**src/common/packet_pkg.sv**
```systemverilog
package packet_pkg;

    // Narrow input word is one 4-byte word, wide output word packs four of them
    localparam int DATA_IN_BYTES = 4;
    localparam int CONVERT_RATIO = 4;
    localparam int DATA_OUT_BYTES = DATA_IN_BYTES * CONVERT_RATIO;
    localparam int META_WID = 8;

    localparam int MTY_IN_WID = $clog2(DATA_IN_BYTES);
    localparam int MTY_OUT_WID = $clog2(DATA_OUT_BYTES);

    // Byte 0 sits at the most significant end (network byte order)
    typedef logic [0:DATA_IN_BYTES-1][7:0] narrow_data_t;
    typedef logic [0:DATA_OUT_BYTES-1][7:0] wide_data_t;
    typedef logic [MTY_IN_WID-1:0] narrow_mty_t;
    typedef logic [MTY_OUT_WID-1:0] wide_mty_t;

    typedef struct packed {
        narrow_data_t          data;
        logic                  eop;
        narrow_mty_t           mty;
        logic                  err;
        logic [META_WID-1:0]   meta;
    } narrow_word_t;

    typedef struct packed {
        wide_data_t            data;
        logic                  eop;
        wide_mty_t             mty;
        logic                  err;
        logic [META_WID-1:0]   meta;
    } wide_word_t;

    typedef enum logic {
        DISPATCH_SOP,
        DISPATCH_BODY
    } dispatch_state_t;

    typedef enum logic {
        MERGE_SOP,
        MERGE_BODY
    } merge_state_t;

endpackage

```
**src/source/packet_dispatch.sv**
```systemverilog
`timescale 1ns/1ns

module packet_dispatch #(
    parameter int NUM_LANES = 4
) (
    input  logic                                     from_tx,
    input  logic                                     srst,
    input  logic                                     in_vld,
    input  packet_pkg::narrow_word_t                 in_word,
    output logic                                     in_rdy,
    output logic [NUM_LANES-1:0]                     lane_in_vld,
    output packet_pkg::narrow_word_t [NUM_LANES-1:0] lane_in_word,
    input  logic [NUM_LANES-1:0]                     lane_in_rdy
);

    localparam int PTR_WID = $clog2(NUM_LANES);

    typedef logic [PTR_WID-1:0] ptr_t;

    ptr_t                        lane_ptr;
    packet_pkg::dispatch_state_t state;
    logic                        in_fire;
    logic                        eop_fire;

    // Only the current lane sees a valid word, the data is shared by all
    always_comb begin
        for (int k = 0; k < NUM_LANES; k++) begin
            lane_in_vld[k] = in_vld && (lane_ptr == ptr_t'(k));
            lane_in_word[k] = in_word;
        end
    end

    assign in_rdy = lane_in_rdy[lane_ptr];
    assign in_fire = in_vld && in_rdy;
    assign eop_fire = in_fire && in_word.eop;

    // Track where we are inside the packet
    always_ff @(posedge from_tx) begin
        if (srst) begin
            state <= packet_pkg::DISPATCH_SOP;
        end else begin
            case (state)
                packet_pkg::DISPATCH_SOP: begin
                    if (in_fire && !in_word.eop) begin
                        state <= packet_pkg::DISPATCH_BODY;
                    end
                end
                packet_pkg::DISPATCH_BODY: begin
                    if (eop_fire) begin
                        state <= packet_pkg::DISPATCH_SOP;
                    end
                end
                default: begin
                    state <= packet_pkg::DISPATCH_SOP;
                end
            endcase
        end
    end

    // Move on to the next lane once the whole packet has gone out
    always_ff @(posedge from_tx) begin
        if (srst) begin
            lane_ptr <= '0;
        end else if (eop_fire) begin
            if (lane_ptr == ptr_t'(NUM_LANES - 1)) begin
                lane_ptr <= '0;
            end else begin
                lane_ptr <= lane_ptr + 1'b1;
            end
        end
    end

endmodule

```
**src/packet_width_converter/packet_width_converter.sv**
```systemverilog
`timescale 1ns/1ns

module packet_width_converter #(
    parameter bit LATCH_META_ON_SOP = 1'b1
) (
    input  logic                     from_tx,
    input  logic                     srst,
    input  logic                     in_vld,
    input  packet_pkg::narrow_word_t in_word,
    output logic                     in_rdy,
    output logic                     out_vld,
    output packet_pkg::wide_word_t   out_word,
    input  logic                     out_rdy
);

    localparam int RATIO = packet_pkg::CONVERT_RATIO;
    localparam int IN_BYTES = packet_pkg::DATA_IN_BYTES;
    localparam int OUT_BYTES = packet_pkg::DATA_OUT_BYTES;

    typedef logic [$clog2(RATIO+1)-1:0] pack_cnt_t;

    pack_cnt_t                              pack_cnt;
    packet_pkg::narrow_data_t [0:RATIO-1]   slots;
    packet_pkg::narrow_mty_t                last_mty;
    logic                                   last_eop;
    logic                                   err_acc;
    logic [packet_pkg::META_WID-1:0]        meta_q;
    logic                                   sop;
    logic                                   in_fire;
    logic                                   out_fire;
    logic                                   word_start;

    // The completed word is ready once all slots are filled or the packet ended
    assign out_vld = (pack_cnt == pack_cnt_t'(RATIO)) || ((pack_cnt != '0) && last_eop);
    assign in_rdy = out_rdy || !out_vld;

    assign in_fire = in_vld && in_rdy;
    assign out_fire = out_vld && out_rdy;

    // An accepted word opens a new wide word if nothing is held or the held one leaves now
    assign word_start = (pack_cnt == '0) || out_fire;

    always_ff @(posedge from_tx) begin
        if (srst) begin
            pack_cnt <= '0;
        end else if (in_fire && word_start) begin
            pack_cnt <= pack_cnt_t'(1);
        end else if (in_fire) begin
            pack_cnt <= pack_cnt + 1'b1;
        end else if (out_fire) begin
            pack_cnt <= '0;
        end
    end

    // Fill from the most significant slot, clearing the rest on a fresh word
    always_ff @(posedge from_tx) begin
        if (in_fire) begin
            if (word_start) begin
                slots <= '0;
                slots[0] <= in_word.data;
            end else begin
                slots[pack_cnt] <= in_word.data;
            end
        end
    end

    always_ff @(posedge from_tx) begin
        if (srst) begin
            last_eop <= 1'b0;
        end else if (in_fire) begin
            last_eop <= in_word.eop;
        end
    end

    always_ff @(posedge from_tx) begin
        if (in_fire) begin
            last_mty <= in_word.mty;
        end
    end

    // Error is sticky across the narrow words of one wide word
    always_ff @(posedge from_tx) begin
        if (in_fire) begin
            if (word_start) begin
                err_acc <= in_word.err;
            end else begin
                err_acc <= err_acc | in_word.err;
            end
        end
    end

    always_ff @(posedge from_tx) begin
        if (in_fire && (!LATCH_META_ON_SOP || sop)) begin
            meta_q <= in_word.meta;
        end
    end

    // Next accepted word starts a packet when the previous one ended
    always_ff @(posedge from_tx) begin
        if (srst) begin
            sop <= 1'b1;
        end else if (in_fire) begin
            sop <= in_word.eop;
        end
    end

    assign out_word.data = slots;
    assign out_word.eop = last_eop;
    assign out_word.mty = packet_pkg::wide_mty_t'(OUT_BYTES - int'(pack_cnt) * IN_BYTES
                                                  + int'(last_mty));
    assign out_word.err = err_acc;
    assign out_word.meta = meta_q;

endmodule

```
**src/source/packet_merge.sv**
```systemverilog
`timescale 1ns/1ns

module packet_merge #(
    parameter int NUM_LANES = 4
) (
    input  logic                                   from_tx,
    input  logic                                   srst,
    input  logic [NUM_LANES-1:0]                   lane_out_vld,
    input  packet_pkg::wide_word_t [NUM_LANES-1:0] lane_out_word,
    output logic [NUM_LANES-1:0]                   lane_out_rdy,
    output logic                                   out_vld,
    output packet_pkg::wide_word_t                 out_word,
    input  logic                                   out_rdy
);

    localparam int PTR_WID = $clog2(NUM_LANES);

    typedef logic [PTR_WID-1:0] ptr_t;

    ptr_t                     lane_ptr;
    packet_pkg::merge_state_t state;
    logic                     out_fire;
    logic                     eop_fire;

    // Only the lane whose turn it is may hand over a word
    assign out_vld = lane_out_vld[lane_ptr];
    assign out_word = lane_out_word[lane_ptr];

    always_comb begin
        for (int k = 0; k < NUM_LANES; k++) begin
            lane_out_rdy[k] = out_rdy && (lane_ptr == ptr_t'(k));
        end
    end

    assign out_fire = out_vld && out_rdy;
    assign eop_fire = out_fire && out_word.eop;

    always_ff @(posedge from_tx) begin
        if (srst) begin
            state <= packet_pkg::MERGE_SOP;
        end else begin
            case (state)
                packet_pkg::MERGE_SOP: begin
                    if (out_fire && !out_word.eop) begin
                        state <= packet_pkg::MERGE_BODY;
                    end
                end
                packet_pkg::MERGE_BODY: begin
                    if (eop_fire) begin
                        state <= packet_pkg::MERGE_SOP;
                    end
                end
                default: begin
                    state <= packet_pkg::MERGE_SOP;
                end
            endcase
        end
    end

    // Same round-robin order as the dispatcher keeps packets in sequence
    always_ff @(posedge from_tx) begin
        if (srst) begin
            lane_ptr <= '0;
        end else if (eop_fire) begin
            if (lane_ptr == ptr_t'(NUM_LANES - 1)) begin
                lane_ptr <= '0;
            end else begin
                lane_ptr <= lane_ptr + 1'b1;
            end
        end
    end

endmodule

```
**src/source/packet_lanes_top.sv**
```systemverilog
`timescale 1ns/1ns

module packet_lanes_top #(
    parameter int NUM_LANES = 4,
    parameter bit LATCH_META_ON_SOP = 1'b1
) (
    input  logic                     from_tx,
    input  logic                     srst,
    input  logic                     in_vld,
    input  packet_pkg::narrow_word_t in_word,
    output logic                     in_rdy,
    output logic                     out_vld,
    output packet_pkg::wide_word_t   out_word,
    input  logic                     out_rdy
);

    logic [NUM_LANES-1:0]                     lane_in_vld;
    packet_pkg::narrow_word_t [NUM_LANES-1:0] lane_in_word;
    logic [NUM_LANES-1:0]                     lane_in_rdy;

    logic [NUM_LANES-1:0]                     lane_out_vld;
    packet_pkg::wide_word_t [NUM_LANES-1:0]   lane_out_word;
    logic [NUM_LANES-1:0]                     lane_out_rdy;

    packet_dispatch #(
        .NUM_LANES (NUM_LANES)
    ) packet_dispatch_inst (
        .from_tx      (from_tx),
        .srst         (srst),
        .in_vld       (in_vld),
        .in_word      (in_word),
        .in_rdy       (in_rdy),
        .lane_in_vld  (lane_in_vld),
        .lane_in_word (lane_in_word),
        .lane_in_rdy  (lane_in_rdy)
    );

    // One single-word upsizer per lane
    for (genvar k = 0; k < NUM_LANES; k++) begin : g_lane
        packet_width_converter #(
            .LATCH_META_ON_SOP (LATCH_META_ON_SOP)
        ) packet_width_converter_inst (
            .from_tx  (from_tx),
            .srst     (srst),
            .in_vld   (lane_in_vld[k]),
            .in_word  (lane_in_word[k]),
            .in_rdy   (lane_in_rdy[k]),
            .out_vld  (lane_out_vld[k]),
            .out_word (lane_out_word[k]),
            .out_rdy  (lane_out_rdy[k])
        );
    end

    packet_merge #(
        .NUM_LANES (NUM_LANES)
    ) packet_merge_inst (
        .from_tx       (from_tx),
        .srst          (srst),
        .lane_out_vld  (lane_out_vld),
        .lane_out_word (lane_out_word),
        .lane_out_rdy  (lane_out_rdy),
        .out_vld       (out_vld),
        .out_word      (out_word),
        .out_rdy       (out_rdy)
    );

endmodule

```
**config.mk**
```make
export PLATFORM = sky130hd
export DESIGN_NAME = packet_lanes_top
export DESIGN_NICKNAME = d
export VERILOG_FILES = /design/src/common/packet_pkg.sv /design/src/source/packet_dispatch.sv /design/src/packet_width_converter/packet_width_converter.sv /design/src/source/packet_merge.sv /design/src/source/packet_lanes_top.sv
export SDC_FILE = /design/constraint.sdc
export NUM_CORES = 1
export LEC_CHECK = 0
export BUFFER_PORTS_ARGS = -buffer_cell sky130_fd_sc_hd__buf_2
export CORE_MARGIN = 3
export CORE_UTILIZATION = 51
export CTS_CLUSTER_DIAMETER = 50
export DETAILED_ROUTE_END_ITERATION = 16
export HOLD_SLACK_MARGIN = 0.1
export PLACE_DENSITY_LB_ADDON = 0.08
export SYNTH_ARGS = -nofsm -noshare
export SYNTH_HDL_FRONTEND = slang
export SYNTH_SLANG_ARGS = --single-unit
```
**constraint.sdc**
```tcl
create_clock -name from_tx -period 5.8 [get_ports from_tx]
set_clock_uncertainty 0.05 [all_clocks]
set_input_delay 0.58 -clock from_tx [delete_from_list [all_inputs] [get_ports from_tx]]
set_output_delay 0.58 -clock from_tx [all_outputs]
set_load 0.005 [all_outputs]
```
Yosys cells after proc, flatten, opt, wreduce, memory -nomap -nowiden --
Cells that the tools add are included.
Word-level totals: bits in read-only memories 0, logic and storage cells 250, output and inout port bits 144, latch bits 0, register bits 580, bits in writable memories 0, memories kept 0, input bits 48
Cells by class: bitwise operators 8, multipliers 0, reduce and logical (&&, ||, !) cells 74, add/subtract/negate cells 14, shift operators 0, div/mod/pow operators 0, eq/ne operators 10, magnitude comparators 10, mux-type cells 40
Operators by type and width (count):
- $bwmux W128 | 4
- $mux W128 | 4
- $bmux W142 S2 | 1
- $demux W32 S2 | 4
- $mux W142 | 1
- $mux W32 | 4
- $logic_and A1 B1 Y1 | 36
- $mux W3 | 8
- $reduce_bool A3 Y1 | 8
- $add A4 B3 Y4 | 4
- $ge A4 B3 Y1 const B | 4
- $lt A4 B1 Y1 const B | 4
- $not A3 Y4 | 4
- $sub A1 B4 Y4 const A | 4
- $add A3 B1 Y3 const B | 4
- $eq A3 B3 Y1 const B | 4
- $logic_not A3 Y1 | 4
- $logic_or A1 B1 Y1 | 12
- $mux W1 | 10
- $eq A2 B2 Y1 const B | 4
- $reduce_bool A2 Y1 | 4
- $reduce_or A2 Y1 | 4
- $lt A2 B3 Y1 const B | 2
- $add A2 B1 Y2 const B | 2
- 6 further kinds | 16

Longest topological paths before layout --
depth in word-level cells 9, gate-level depth with buffers 9, mapped depth without buffers 7

Modules after synthesis --
A second synthesis with hierarchy kept.
Second synthesis, totals: cells, all modules 2514, area total of the unflattened synthesis 31101.1 sq um
By module, submodules not included:
- packet_width_converter (g_lane[0].packet_width_converter_inst ...) | seq. area each 4274.1 sq um, cells an instance 529, times used 3, area each 6480.0 sq um
- packet_width_converter (g_lane[3].packet_width_converter_inst) | seq. area each 4274.1 sq um, cells an instance 529, times used 1, area each 6481.2 sq um
- packet_merge | seq. area each 40.0 sq um, cells an instance 198, times used 1, area each 3636.0 sq um
- packet_dispatch | seq. area each 40.0 sq um, cells an instance 200, times used 1, area each 1544.0 sq um

Worst setup path before layout --
No wires, ideal clock.
path kind flip-flop to flip-flop, start reg g_lane[3].packet_width_converter_inst.pack_cnt[0], end reg g_lane[3].packet_width_converter_inst.slots, in the netlist g_lane[3].packet_width_converter_inst.out_word[110], enable pin, data required time 5.356 ns, setup slack 1.121 ns, stages on the path, launching flop included 7, data arrival time 4.235 ns, period minus slack after synthesis 4.679 ns, path buffers 0, setup time 0.394 ns, path through dfxtp_1 > inv_1 > ha_1 > mux2_4 > a21o_1 > inv_1 > and2_1
Between the ends: word-level cells in the longest chain between the ends 6, elaborated cells between the ends (all ways) 7, classes of those cells 1 x eq/ne; 6 x reduce/logical
RTL lines:
- from (decl) | RTL line packet_width_converter.sv:22 | pack_cnt_t pack_cnt;
- from (signal assigned) | RTL line packet_width_converter.sv:47 | pack_cnt <= pack_cnt_t'(1);
- from (signal assigned) | RTL line packet_width_converter.sv:49 | pack_cnt <= pack_cnt + 1'b1;
- $reduce_bool A3 Y1 | RTL line packet_width_converter.sv:34 | assign out_vld = (pack_cnt == pack_cnt_t'(RATIO)) || ((pack_cnt != '0) && last_eop);
- $logic_and A1 B1 Y1 | RTL line packet_width_converter.sv:34
- $logic_or A1 B1 Y1 (*) | RTL line packet_width_converter.sv:34
- $logic_not A1 Y1 (*) | RTL line packet_width_converter.sv:35 | assign in_rdy = out_rdy || !out_vld;
- $logic_or A1 B1 Y1 (*) | RTL line packet_width_converter.sv:35
- $logic_and A1 B1 Y1 (*) | RTL line packet_width_converter.sv:37 | assign in_fire = in_vld && in_rdy;
- via g_lane[3].packet_width_converter_inst.in_fire | RTL line packet_width_converter.sv:29 | logic in_fire;
- to (signal, indexed assignment) | RTL line packet_width_converter.sv:62 | slots[pack_cnt] <= in_word.data;
- to (decl) | RTL line packet_width_converter.sv:23 | packet_pkg::narrow_data_t [0:RATIO-1] slots;
The timed path passes the listed nets; every way through them passes the cells marked *. A chain may end at the register's enable or synchronous reset.

==> summary by stage <==
Floorplanning
The full die area is 58,300 sq um. The floorplan has 85 rows. The die width is 241 um. The height of the die is 241 um.

The initial standard-cell utilization of the core is 52.0%. The number of placed I/O pins is 192. The core outline area is 54,300 sq um.

Clocking
For this design, the CTS-stage hold fixing added 0 buffers. The CTS root buffer is sky130_fd_sc_hd__clkbuf_16. The CTS buffer count is 72. The clock sink total is 580. The count of instances resized after the clock tree is built is 0. Once the clock tree was built, the setup fixing pass inserted 0 buffers.

The clock passes through at most 3 buffers. The number of levels the H-tree was split into is 3. TritonCTS built the clock tree. The clock-pin slew on the worst setup and hold paths is 0.06 ns.

The clock insertion delay at the later pin of the skew report is 0.60 ns.

Pwr
The post-route total power is 10.1 mW. In this run the power density over the cells is 314 nW/um^2. VDD sags by at most 209 uV. The total leakage power is 11.0 nW.

STA
The share of the clock period used by the worst path is 61.4%. Once routing completed, OpenROAD measured the worst setup slack at 2.24 ns. Setup total negative slack on the finished layout was measured at 0 ns. Headroom to the max-slew limit came out at 23.3%.

The count of final max-slew check failures was 0. The final setup violation count is 0. For this run, the top clock speed supported by timing is 0.281 GHz. The time the worst path needs with I/O delays and setup is 3.56 ns.

At the pin with the least slew margin, the transition time is 1.15 ns. Setup repair after global routing left no endpoint under its margin. The hold violation count in the final report is 0.

Synthesis
The number of nets produced by synthesis is 2,334. The post-synthesis async set-or-reset flop share is 0%. The average size of a mapped cell is 12.5 sq um.

The sequential area share after synthesis is 60.8%. The number of different library cells used by synthesis comes to 34. In this run, synthesis produced a sequential element count of 580. In this run, synthesis inferred 556 flip-flops with an integrated enable. The dominant register cell in the synthesized netlist is sky130_fd_sc_hd__edfxtp_1. The count of synthesis-stage warnings from yosys is 0. The synthesized area is 28,300 sq um. In the synthesized netlist, the number of instances is 2,258.

Layout
Compared with the post-synthesis result, the final layout area differs by 13.4%. The number of nets in the final layout is 2,437. The filler cells instantiated in the layout total 4,364.

Cells with a size suffix above 1 make up 21.0% of the layout. The footprint of the multi-input gates is 10,300 sq um. The sequential cell area is 17,200 sq um.

Route
After detailed routing, the number of vias per cell comes to 5.96. Before antenna repair, the detailed router went through 6 iterations. The first routing iteration left 1,922 violations.

The post-route DRC violation count is 0. The final route contains 18,800 vias. The routed design has 80,400 um of wire. The detail route stage leaves a number of antenna-violating nets equal to 0. After detailed routing, the average wire length per cell comes to 25.5 um.

Place
The wire-length estimate of the detail-placed layout is 46,400 um. The routability-driven placement congestion ratio is 0.834. The minimum setup slack after placement is 2.44 ns. Port buffering added 191 buffers.

GRT
In the global route stage, overall resource usage came out at 28.1%. The via count of the first global-routing pass is 19,200. The total overflow reported by the global router is 0. The pin count of the biggest net entering global routing is 130. The global-route wire length before repair is 122,000 um. The number of antenna violations at the first check in global routing was 1.

Critical path
The worst setup path is captured at a primary output. STA puts the critical path data arrival time at 2.93 ns. The data required time at the worst endpoint is 5.17 ns. The maximum fanout count along the critical path is 86. The critical path launch point type is a register.

The worst setup path is of the reg -> out kind.

Run
The tool flagged a number of max-cap violations equal to 0.

Status
The flow ran to the end, and the final reports show no timing, DRC or antenna violations.

Worst hold path
The tightest min-delay check is of the in -> reg type.
-- stage by stage --
step / instance area [sq um] / util [%] / cells / hold WS (ns)
2_1_floorplan: 28300 / - / 2258 / 0.378
3_3_place_gp: 29800 / 54.8 / 3026 / 0.396
3_5_place_dp: 29800 / 54.8 / 3026 / 0.412
4_1_cts: 32000 / 59.0 / 3156 / 0.123
5_1_grt: 32000 / 59.0 / 3157 / 0.131
6_report: 32000 / 59.0 / 3157 / 0.160
-- cell type report --
cell class	count	share of cell area, %
inverter	26	0.336
tap	739	2.89
antenna	1	0.00781
clock inverter	33	0.957
sequential	580	53.6
clock buffer	97	6.12
multi-input combinational	1457	32.2
timing repair buffer	224	3.91
-- cell usage in the layout (no fill, tap or decap), types with 5 or more instances in the layout --
cell type,instances
sky130_fd_sc_hd__a21oi_1,268
sky130_fd_sc_hd__a22oi_1,8
sky130_fd_sc_hd__and2_1,136
sky130_fd_sc_hd__and2_2,5
sky130_fd_sc_hd__buf_2,191
sky130_fd_sc_hd__buf_4,29
sky130_fd_sc_hd__clkbuf_1,22
sky130_fd_sc_hd__clkbuf_16,75
sky130_fd_sc_hd__clkinv_1,8
sky130_fd_sc_hd__clkinv_2,7
sky130_fd_sc_hd__dfxtp_1,22
sky130_fd_sc_hd__edfxtp_1,556
sky130_fd_sc_hd__ha_1,24
sky130_fd_sc_hd__inv_1,22
sky130_fd_sc_hd__inv_6,6
sky130_fd_sc_hd__mux2_2,6
sky130_fd_sc_hd__mux2i_1,128
sky130_fd_sc_hd__mux4_2,143
sky130_fd_sc_hd__nand2_1,539
sky130_fd_sc_hd__nor2_1,135
sky130_fd_sc_hd__nor3_1,9
-- flip-flops by register name, indices dropped and copies added (netlist names) --
name                                         cells
packet_merge_inst.lane_ptr                       2
g_lane.packet_width_converter_inst.last_mty      8
g_lane.packet_width_converter_inst.err_acc       4
g_lane.packet_width_converter_inst.sop           4
g_lane.packet_width_converter_inst.out_word    512
g_lane.packet_width_converter_inst.meta_q       32
g_lane.packet_width_converter_inst.pack_cnt     12
packet_dispatch_inst.lane_ptr                    2
g_lane.packet_width_converter_inst.last_eop      4
-- critical path, stage by stage, from the launching register on --
cell,delay [ns]
sky130_fd_sc_hd__dfxtp_4,0.72
sky130_fd_sc_hd__buf_12,0.54
sky130_fd_sc_hd__mux4_2,0.69
sky130_fd_sc_hd__buf_2,0.17
-- cell families after synthesis --
group	share of synthesized area [%]
buffers and inverters	3.20
multiplexers	16.4
flip-flops	60.8
XOR/XNOR	0.124
AND/OR/NAND/NOR	12.6
AO/OA/AOI/OAI	5.70
adder cells (fa/ha/maj)	1.24
-- power by group --
part	internal (mW)	switching, mW
clock network	2.57	1.76
registers	4.79	0.0747
logic	0.313	0.558
total	7.67	2.39
-- path summary, 6_finish.rpt --
| check | from | end | slack (ns) | depth (start not counted) |
|---|---|---|---|---|
| worst min-delay path | in_word[3] | g_lane[0].packet_width_converter_inst.meta_q[3]$_DFFE_PP_ | 0.16 | 1 |
| worst min register to register | g_lane[0].packet_width_converter_inst.sop$_SDFFE_PP1P_ | g_lane[0].packet_width_converter_inst.sop$_SDFFE_PP1P_ | 0.42 | 2 |
| worst max-delay path | packet_merge_inst.lane_ptr[0]$_SDFFE_PP0P_ | out_word[124] | 2.24 | 3 |
| worst max register to register | packet_merge_inst.lane_ptr[0]$_SDFFE_PP0P_ | register | 2.47 | 8 |
-- synth_stat cells (all sizes together), types with 4 or more instances --
cell type,number,share of area (%)
buf,73,1.2
a2bb2oi,4,0.12
ha,28,1.2
edfxtp,556,59
and2,141,3.1
nand2b,4,0.089
nand2,543,7.2
o21bai,4,0.11
a21o,4,0.11
nor3,9,0.16
mux2i,128,4.5
a22oi,8,0.21
xor2,4,0.12
mux4,143,11
inv,26,0.35
dfxtp,24,1.7
mux2,10,0.45
a21oi,272,4.8
nor2,135,1.8
clkbuf,122,1.6
-- per-layer routing --
layer  GRT usage (%)  vias up  wire [um]
met5               0        -          0
met2            47.9      779      40800
met3            4.52      117       5860
met4            8.60        0       2160
met1            37.4     9544      31600
li1                -     8360          -
Note: power is estimated with default switching activity, not from simulation.
